==> src/common/permutePkg.sv <==
package permutePkg;

    // truth table of a 7-variable function
    localparam int botWidth = 128;
    localparam int botIndexWidth = $clog2(botWidth);

    // orderings of the three highest variables
    localparam int permCount = 6;
    localparam int selWidth = 3;

    // per-batch result widths
    localparam int countWidth = 12;
    localparam int popWidth = 8;
    localparam int sumWidth = countWidth + popWidth;

    // FIFO depths and throttle thresholds
    localparam int inputDepthLog2 = 5;
    localparam int resultDepthLog2 = 4;
    localparam int inputSlowThreshold = 24;
    localparam int resultSlowThreshold = 12;

    typedef logic [permCount-1:0] permMask;

    typedef struct packed {
        logic [botWidth-1:0] bot;
        permMask mask;
        logic batchDone;
    } botEntry;

    typedef struct packed {
        logic [sumWidth-1:0] sum;
        logic [countWidth-1:0] count;
    } batchResult;

    // per ordering, the source variable landing at output bits 6, 5, 4
    // coded as offset above bit 4, so A = 2, B = 1, C = 0
    typedef logic [5:0] permCode;

    localparam permCode [permCount-1:0] permOrder = {
        6'b00_01_10,    // 5: CBA
        6'b00_10_01,    // 4: CAB
        6'b01_00_10,    // 3: BCA
        6'b01_10_00,    // 2: BAC
        6'b10_00_01,    // 1: ACB
        6'b10_01_00     // 0: ABC
    };

    // source index read for a given output index under ordering sel
    function automatic logic [botIndexWidth-1:0] permuteIndex(
        input logic [botIndexWidth-1:0] outIndex,
        input logic [selWidth-1:0] sel
    );
        permCode code;
        logic [botIndexWidth-1:0] srcIndex;
        // unused select codes fall back to identity
        code = (sel < permCount) ? permOrder[sel] : permOrder[0];
        srcIndex = outIndex;
        srcIndex[4 + code[5:4]] = outIndex[6];
        srcIndex[4 + code[3:2]] = outIndex[5];
        srcIndex[4 + code[1:0]] = outIndex[4];
        return srcIndex;
    endfunction

endpackage
==> src/verilog/permutePipelineTop.sv <==
module permutePipelineTop import permutePkg::*; (
    input  logic clk,
    input  logic reset,
    input  logic [botWidth-1:0] top,

    // input side
    input  logic [botWidth-1:0] bot,
    input  logic writeData,
    input  permMask validBotPermutes,
    input  logic batchDone,
    output logic slowDownInput,

    // output side
    input  logic grabResults,
    output logic resultsAvailable,
    output logic [sumWidth-1:0] pcoeffSum,
    output logic [countWidth-1:0] pcoeffCount
);

    botEntry newEntry;
    botEntry headEntry;
    logic inputWrite;
    logic inputEmpty;
    logic [inputDepthLog2:0] inputUsed;

    logic grab;
    logic permDone;
    logic permValid;
    logic lastOfBatch;
    logic [botWidth-1:0] permutedBot;

    logic resultValid;
    batchResult result;
    logic resultValidQ;
    batchResult resultQ;

    batchResult resultHead;
    logic resultEmpty;
    logic [resultDepthLog2:0] resultUsed;
    logic resultThrottlePre;
    logic resultThrottle;

    // entries with nothing to permute and no batch end are dropped
    assign inputWrite = writeData && ((validBotPermutes != '0) || batchDone);

    assign newEntry.bot = bot;
    assign newEntry.mask = validBotPermutes;
    assign newEntry.batchDone = batchDone;

    always_ff @(posedge clk) begin
        if (reset) begin
            slowDownInput <= 1'b0;
        end else begin
            slowDownInput <= (inputUsed > inputSlowThreshold);
        end
    end

    syncFifo #(
        .payloadT(botEntry),
        .depthLog2(inputDepthLog2)
    ) inputFifo (
        .clk(clk),
        .reset(reset),
        .writeEnable(inputWrite),
        .dataIn(newEntry),
        .readEnable(grab),
        .dataOut(headEntry),
        .empty(inputEmpty),
        .full(),
        .used(inputUsed)
    );

    assign grab = permDone && !inputEmpty && !resultThrottle;

    botPermuter permuter0 (
        .clk(clk),
        .reset(reset),
        .startBurst(grab),
        .entryIn(headEntry),
        .done(permDone),
        .permValid(permValid),
        .lastOfBatch(lastOfBatch),
        .permutedBot(permutedBot)
    );

    coeffAccumulator accum0 (
        .clk(clk),
        .reset(reset),
        .top(top),
        .permValid(permValid),
        .permutedBot(permutedBot),
        .lastOfBatch(lastOfBatch),
        .resultValid(resultValid),
        .result(result)
    );

    // two register stages on the throttle, bursts in flight still land
    always_ff @(posedge clk) begin
        if (reset) begin
            resultThrottlePre <= 1'b0;
            resultThrottle <= 1'b0;
        end else begin
            resultThrottlePre <= (resultUsed > resultSlowThreshold);
            resultThrottle <= resultThrottlePre;
        end
    end

    // extra slack between accumulator and results FIFO
    always_ff @(posedge clk) begin
        if (reset) begin
            resultValidQ <= 1'b0;
        end else begin
            resultValidQ <= resultValid;
        end
    end

    always_ff @(posedge clk) begin
        resultQ <= result;
    end

    syncFifo #(
        .payloadT(batchResult),
        .depthLog2(resultDepthLog2)
    ) resultFifo (
        .clk(clk),
        .reset(reset),
        .writeEnable(resultValidQ),
        .dataIn(resultQ),
        .readEnable(grabResults && resultsAvailable),
        .dataOut(resultHead),
        .empty(resultEmpty),
        .full(),
        .used(resultUsed)
    );

    assign resultsAvailable = !resultEmpty;
    assign pcoeffSum = resultHead.sum;
    assign pcoeffCount = resultHead.count;

endmodule

==> src/accum/coeffAccumulator.sv <==
module coeffAccumulator import permutePkg::*; (
    input  logic clk,
    input  logic reset,
    input  logic [botWidth-1:0] top,
    input  logic permValid,
    input  logic [botWidth-1:0] permutedBot,
    input  logic lastOfBatch,
    output logic resultValid,
    output batchResult result
);

    // stage 1 registers
    logic s1Valid;
    logic s1Last;
    logic s1Subset;
    logic [popWidth-1:0] s1Uncovered;

    // running totals for the open batch
    logic [countWidth-1:0] countTotal;
    logic [sumWidth-1:0] sumTotal;
    logic [countWidth-1:0] countNext;
    logic [sumWidth-1:0] sumNext;
    logic hit;

    always_ff @(posedge clk) begin
        if (reset) begin
            s1Valid <= 1'b0;
            s1Last <= 1'b0;
        end else begin
            s1Valid <= permValid;
            s1Last <= lastOfBatch;
        end
    end

    // subset when the bot sets no bit outside top
    always_ff @(posedge clk) begin
        s1Subset <= ((permutedBot & ~top) == '0);
        s1Uncovered <= popWidth'($countones(top & ~permutedBot));
    end

    assign hit = s1Valid && s1Subset;
    assign countNext = countTotal + countWidth'(hit);
    assign sumNext = sumTotal + (hit ? sumWidth'(s1Uncovered) : '0);

    always_ff @(posedge clk) begin
        if (reset) begin
            countTotal <= '0;
            sumTotal <= '0;
            resultValid <= 1'b0;
        end else begin
            resultValid <= s1Last;
            // the closing bot is counted before the totals clear
            if (s1Last) begin
                countTotal <= '0;
                sumTotal <= '0;
            end else begin
                countTotal <= countNext;
                sumTotal <= sumNext;
            end
        end
    end

    always_ff @(posedge clk) begin
        result.count <= countNext;
        result.sum <= sumNext;
    end

    // a counted bot inside a batch must leave a nonzero total behind
    countNoWrap: assert property (@(posedge clk) disable iff (reset)
        hit && !s1Last |=> countTotal != '0)
        else $error("subset count wrapped within a batch");

endmodule

==> src/permuter/botPermuter.sv <==
module botPermuter import permutePkg::*; (
    input  logic clk,
    input  logic reset,
    input  logic startBurst,
    input  botEntry entryIn,
    output logic done,
    output logic permValid,
    output logic lastOfBatch,
    output logic [botWidth-1:0] permutedBot
);

    typedef enum logic {
        stateIdle,
        stateEmit
    } permState;

    permState state;

    logic [botWidth-1:0] heldBot;
    logic heldBatchDone;
    permMask maskLeft;
    permMask maskAfter;
    logic [selWidth-1:0] selectNow;
    logic lastEmit;

    // lowest remaining ordering goes out first
    always_comb begin
        selectNow = '0;
        for (int k = permCount - 1; k >= 0; k--) begin
            if (maskLeft[k]) begin
                selectNow = selWidth'(k);
            end
        end
    end

    assign maskAfter = maskLeft & ~(permMask'(1) << selectNow);

    // a zero mask still takes one cycle, for the batch marker
    assign lastEmit = (maskAfter == '0);

    // high in the final emit cycle too, so bursts chain back to back
    assign done = (state == stateIdle) || lastEmit;

    always_ff @(posedge clk) begin
        if (reset) begin
            state <= stateIdle;
            maskLeft <= '0;
            permValid <= 1'b0;
            lastOfBatch <= 1'b0;
        end else begin
            // delayed one cycle to match the network register
            permValid <= (state == stateEmit) && (maskLeft != '0);
            lastOfBatch <= (state == stateEmit) && lastEmit && heldBatchDone;

            if (startBurst) begin
                state <= stateEmit;
                maskLeft <= entryIn.mask;
            end else if (state == stateEmit) begin
                maskLeft <= maskAfter;
                if (lastEmit) begin
                    state <= stateIdle;
                end
            end
        end
    end

    always_ff @(posedge clk) begin
        if (startBurst) begin
            heldBot <= entryIn.bot;
            heldBatchDone <= entryIn.batchDone;
        end
    end

    permuteNetwork network0 (
        .clk(clk),
        .botIn(heldBot),
        .select(selectNow),
        .permutedBot(permutedBot)
    );

    // the grab logic in the top must wait for done
    startWhileDone: assert property (@(posedge clk) disable iff (reset)
        startBurst |-> done)
        else $error("burst started while permuter busy");

endmodule

==> src/permuter/permuteNetwork.sv <==
module permuteNetwork import permutePkg::*; (
    input  logic clk,
    input  logic [botWidth-1:0] botIn,
    input  logic [selWidth-1:0] select,
    output logic [botWidth-1:0] permutedBot
);

    logic [botWidth-1:0] reordered;

    // each output bit is a six-way mux over source bits
    // only index bits 6..4 move, bits 3..0 pass straight through
    always_comb begin
        for (int outIndex = 0; outIndex < botWidth; outIndex++) begin
            reordered[outIndex] = botIn[permuteIndex(botIndexWidth'(outIndex), select)];
        end
    end

    always_ff @(posedge clk) begin
        permutedBot <= reordered;
    end

endmodule

==> src/verilog/syncFifo.sv <==
module syncFifo #(
    parameter type payloadT = logic,
    parameter int depthLog2 = 4
) (
    input  logic clk,
    input  logic reset,
    input  logic writeEnable,
    input  payloadT dataIn,
    input  logic readEnable,
    output payloadT dataOut,
    output logic empty,
    output logic full,
    output logic [depthLog2:0] used
);

    localparam int depth = 2 ** depthLog2;

    payloadT storage [depth];

    logic [depthLog2-1:0] writePtr;
    logic [depthLog2-1:0] readPtr;
    logic [depthLog2:0] usedCount;
    logic doWrite;
    logic doRead;

    assign doWrite = writeEnable && !full;
    assign doRead = readEnable && !empty;

    assign empty = (usedCount == '0);
    assign full = (usedCount == (depthLog2 + 1)'(depth));
    assign used = usedCount;

    // head entry stays visible while not empty
    assign dataOut = storage[readPtr];

    always_ff @(posedge clk) begin
        if (doWrite) begin
            storage[writePtr] <= dataIn;
        end
    end

    always_ff @(posedge clk) begin
        if (reset) begin
            writePtr <= '0;
            readPtr <= '0;
            usedCount <= '0;
        end else begin
            if (doWrite) begin
                writePtr <= writePtr + 1'b1;
            end
            if (doRead) begin
                readPtr <= readPtr + 1'b1;
            end
            // simultaneous push and pop leave the count alone
            case ({doWrite, doRead})
                2'b10: usedCount <= usedCount + 1'b1;
                2'b01: usedCount <= usedCount - 1'b1;
                default: usedCount <= usedCount;
            endcase
        end
    end

    noOverflow: assert property (@(posedge clk) disable iff (reset)
        writeEnable |-> !full)
        else $error("write into a full FIFO");

    noUnderflow: assert property (@(posedge clk) disable iff (reset)
        readEnable |-> !empty)
        else $error("read from an empty FIFO");

endmodule

==> config.mk <==
export PLATFORM = sky130hd
export DESIGN_NAME = permutePipelineTop
export DESIGN_NICKNAME = d
export VERILOG_FILES = /design/src/common/permutePkg.sv /design/src/verilog/permutePipelineTop.sv /design/src/accum/coeffAccumulator.sv /design/src/permuter/botPermuter.sv /design/src/permuter/permuteNetwork.sv /design/src/verilog/syncFifo.sv
export SDC_FILE = /design/constraint.sdc
export NUM_CORES = 2
export LEC_CHECK = 0
export BUFFER_PORTS_ARGS = -buffer_cell sky130_fd_sc_hd__clkbuf_2
export CAP_MARGIN = 25
export CELL_PAD_IN_SITES_DETAIL_PLACEMENT = 0
export CELL_PAD_IN_SITES_GLOBAL_PLACEMENT = 2
export CORE_ASPECT_RATIO = 0.8
export CORE_MARGIN = 2
export CORE_UTILIZATION = 35
export DETAILED_ROUTE_END_ITERATION = 7
export PLACE_DENSITY_LB_ADDON = 0.1
export REMOVE_ABC_BUFFERS = 1
export SLEW_MARGIN = 20
export SYNTH_ARGS = -nofsm -noshare
export SYNTH_HDL_FRONTEND = slang
export SYNTH_MEMORY_MAX_BITS = 65536
export SYNTH_SLANG_ARGS = --single-unit
==> constraint.sdc <==
create_clock -name clk -period 22.4 [get_ports clk]
set_clock_uncertainty 0.15 [all_clocks]
set_input_delay 1.12 -clock clk [delete_from_list [all_inputs] [get_ports clk]]
set_output_delay 1.12 -clock clk [all_outputs]
set_load 0.01 [all_outputs]
==> key figures <==
Power
  – Peak VDD IR: 0.00143 V
  – Pwr dens: 159 mW/mm2
  – Pleak: 72.7 nW

Setup path
  – CP arrival: 8.91 ns
  – R2r endpoint: accum0.s1Uncovered[7]
  – Worst path most repeated cell: fa_1
  – Crit-path max cell delay: 0.69 ns
  – RR Startpoint: permuter0.network0.permutedBot[5]
  – FF-to-FF setup slack: 14.37 ns
  – CP Launch Type: flop
  – Crit path max-delay cell type: nor2b_2
  – Critical path required time: 23.28 ns
  – CP max FO: 2
  – Reg2Reg Depth: 22
  – Critical path class: reg2reg
  – Crit path capture type: flop
  – Cell Chain, Critical Path: nor2b_2 > ha_1 > inv_1 > fa_1 > fa_1 > inv_1 > fa_1 > fa_1 > fa_1 > fa_1 > fa_1 > fa_1 > inv_1 > fa_1 > inv_1 > ha_1 > fa_1 > a21o_1 > a21oi_1 > o21bai_1 > a21oi_1 > xnor2_1

Logic synthesis
  – Count leader, synth: edfxtp_1
  – Cell variety after synth: 58
  – Yosys synthesis warning count: 0
  – Top cells by area, synth: edfxtp_1 73%, mux4_2 17%, dfxtp_1 2.8%
  – Sequential fraction of the synthesis area: 76.2%
  – Async SR Flop Fraction: 0%
  – Post-synth top area share: 73.4%
  – Synth Instances: 8822
  – Area leader, netlist: edfxtp_1
  – Synth top cells by count: 4961 x edfxtp_1, 1494 x mux4_2, 329 x inv_1
  – Yosys reg bits: 5248
  – Mapped cell area: 0.203 mm2
  – EDFF count, synth: 4961
  – Most used DFF post-synth: edfxtp_1
  – Post-Syn Area per Cell: 23.0 um2

GRT
  – Global route hottest layer: met2
  – GR Layer Usage met1: 30.6%
  – First-pass GRT wire length: 887000 um
  – Largest net degree at the start of global routing: 142
  – Final global-route overflow total: 0
  – Vias in the first global route: 100000
  – Initial antenna violation count: 127
  – Total track usage: 22.1%
  – GRT met3 Usage: 2.75%
  – Met2 usage: 36.6%

Worst hold path
  – HP Start: accum0.result[22]
  – Endpoint, Worst Hold: resultQ[22]
  – HP Class: reg2reg
  – WHS Path Cells: 0

Floorplan
  – Die X: 855 um
  – FP Rows: 250
  – Full die area: 0.586 mm2
  – Chip height: 685 um
  – IO Pins: 301
  – Core ar.: 0.579 mm2
  – Initial core utilization: 35.1%

Place
  – PortBufs: 300
  – Hpwl dp: 371000 um
  – GP Congestion: 0.865

Layout
  – # nets final: 10100
  – # fillers: 50900
  – Register area: 0.155 mm2
  – Post-Route Utilization: 40.3%
  – Area growth, synth to finish: 14.9%
  – Layout cell share with drive strength beyond 1: 30.9%
  – Footprint of the multi-input gates: 0.0457 mm2

Clocking
  – CTS tree: done
  – Clock sink total: 5248
  – Max Root-Sink Buffers: 4
  – Root Driver: clkbuf_16
  – PostCTS Resize Cnt: 0
  – CTS Hold Bufs: 0
  – Clk_lat worst skew: 1.10 ns
  – H-Tree Depth: 6
  – Clock transition at path regs: 0.06 ns
  – Post-CTS setup buffer count: 0
  – CTS buffer count: 558

Timing
  – Fmax: 125 MHz
  – Pins Over Slew Limit: 0
  – Final setup viols: 0
  – Period utilization: 35.8%
  – Max_slew headroom: 21.0%
  – Worst-Margin Slew: 1.19 ns
  – RSZ-0062 raised after global routing: false
  – Final Hold Vio Count: 0
  – Fin crit period: 8.03 ns
  – Fin Setup TNS: 0 ns

Detailed routing
  – DRC: 0
  – Vias/cell: 5.43
  – DRT Wirelength: 656000 um
  – DR pass1 iterations: 5
  – Antenna viol nets, final: 0
  – WL/cell: 37.0 um
  – Initial DRC count: 10400
  – Vias: 96500

Outcome
  – Status: completed

Run
  – Maxcap violations: 0
registers in the layout, summed over array words and instances (netlist names), 5 cells and up, named ones only:
signal	count
resultFifo.used	5
resultQ	32
resultFifo.storage	512
inputFifo.used	6
permuter0.maskLeft	6
inputFifo.readPtr	5
accum0.result	32
accum0.s1Uncovered	8
accum0.countTotal	12
inputFifo.writePtr	5
permuter0.network0.permutedBot	128
inputFifo.storage	4320
accum0.sumTotal	20
permuter0.heldBot	128
per-stage QoR:
step           hold WS (ns)  power [mW]  area [um2]  setup WS (ns)  cells
2_1_floorplan         0.160        28.0      201000         -23.84   8417
3_3_place_gp          0.165        28.9      215000          13.13  16700
3_5_place_dp          0.162        28.5      215000          13.32  16700
4_1_cts               0.175        37.6      233000          14.25  17700
5_1_grt               0.180        39.3      233000          14.04  17700
6_report              0.163        37.0      233000          14.37  17800
worst max-delay path, delay by kind of cell, from the launching register on:
| family | cells | cell delay [ns] |
|---|---|---|
| simple gates | 1 | 0.69 |
| xor+xnor | 1 | 0.14 |
| flops | 1 | 0.33 |
| buf+inv | 4 | 0.24 |
| fa+ha+maj | 12 | 5.72 |
| compound gates | 4 | 0.69 |
area by class of cell:
type / instances / share of cell area (%)
Antenna cell: 67 / 0.0719
Multi-Input combinational cell: 2839 / 19.6
Tap cell: 7686 / 4.12
Timing Repair Buffer: 569 / 1.70
Clock inverter: 262 / 0.989
Clock buffer: 749 / 6.59
Inverter: 330 / 0.541
Sequential cell: 5248 / 66.4
cell usage in the layout, fill, tap and decap left out, types with 136 or more instances in the layout:
cell type	n
edfxtp_1	4961
clkbuf_16	577
mux4_2	1494
inv_1	327
buf_4	234
dfxtp_1	279
nor2b_1	136
nand2_1	138
clkbuf_2	300
mux2_2	165
clkbuf_1	143
logic make-up (layout without fill, tap and decap cells):
| family | Yosys count | after routing | synth area share (%) |
|---|---|---|---|
| mux | 1701 | 1701 | 17.7 |
| simple gates | 587 | 587 | 1.48 |
| compound gates | 266 | 266 | 0.910 |
| buf+inv | 735 | 1910 | 1.51 |
| xor+xnor | 40 | 40 | 0.173 |
| other cells | 0 | 67 | 0 |
| flops | 5248 | 5248 | 76.2 |
| fa+ha+maj | 245 | 245 | 2.00 |
metal layers:
metal,up-vias,share of wire [%]
met5,-,0.030
met4,28,3.5
met3,843,4.6
met2,2904,49
met1,54200,43
li1,38500,-
report_power, final:
| part | internal, mW | switching [mW] |
|---|---|---|
| clock network | 5.18 | 3.89 |
| registers | 11.4 | 0.395 |
| logic | 6.94 | 9.17 |
| total | 23.5 | 13.5 |
how the worst max path moves through the flow:
stage	slack [ns]	to	startpoint	cells past startpoint
after floorplan	-23.84	permuter0.maskLeft[4]	flop	5
after global placement	13.13	accum0.s1Uncovered[7]	top[107]	25
after detailed placement	13.32	accum0.s1Uncovered[7]	top[5]	23
after CTS	14.25	accum0.s1Uncovered[7]	permuter0.network0.permutedBot[5]	22
after global routing	14.04	accum0.s1Uncovered[7]	permuter0.network0.permutedBot[5]	22
final	14.37	accum0.s1Uncovered[7]	permuter0.network0.permutedBot[5]	22
No activity file was read; power rests on OpenSTA's default activity.
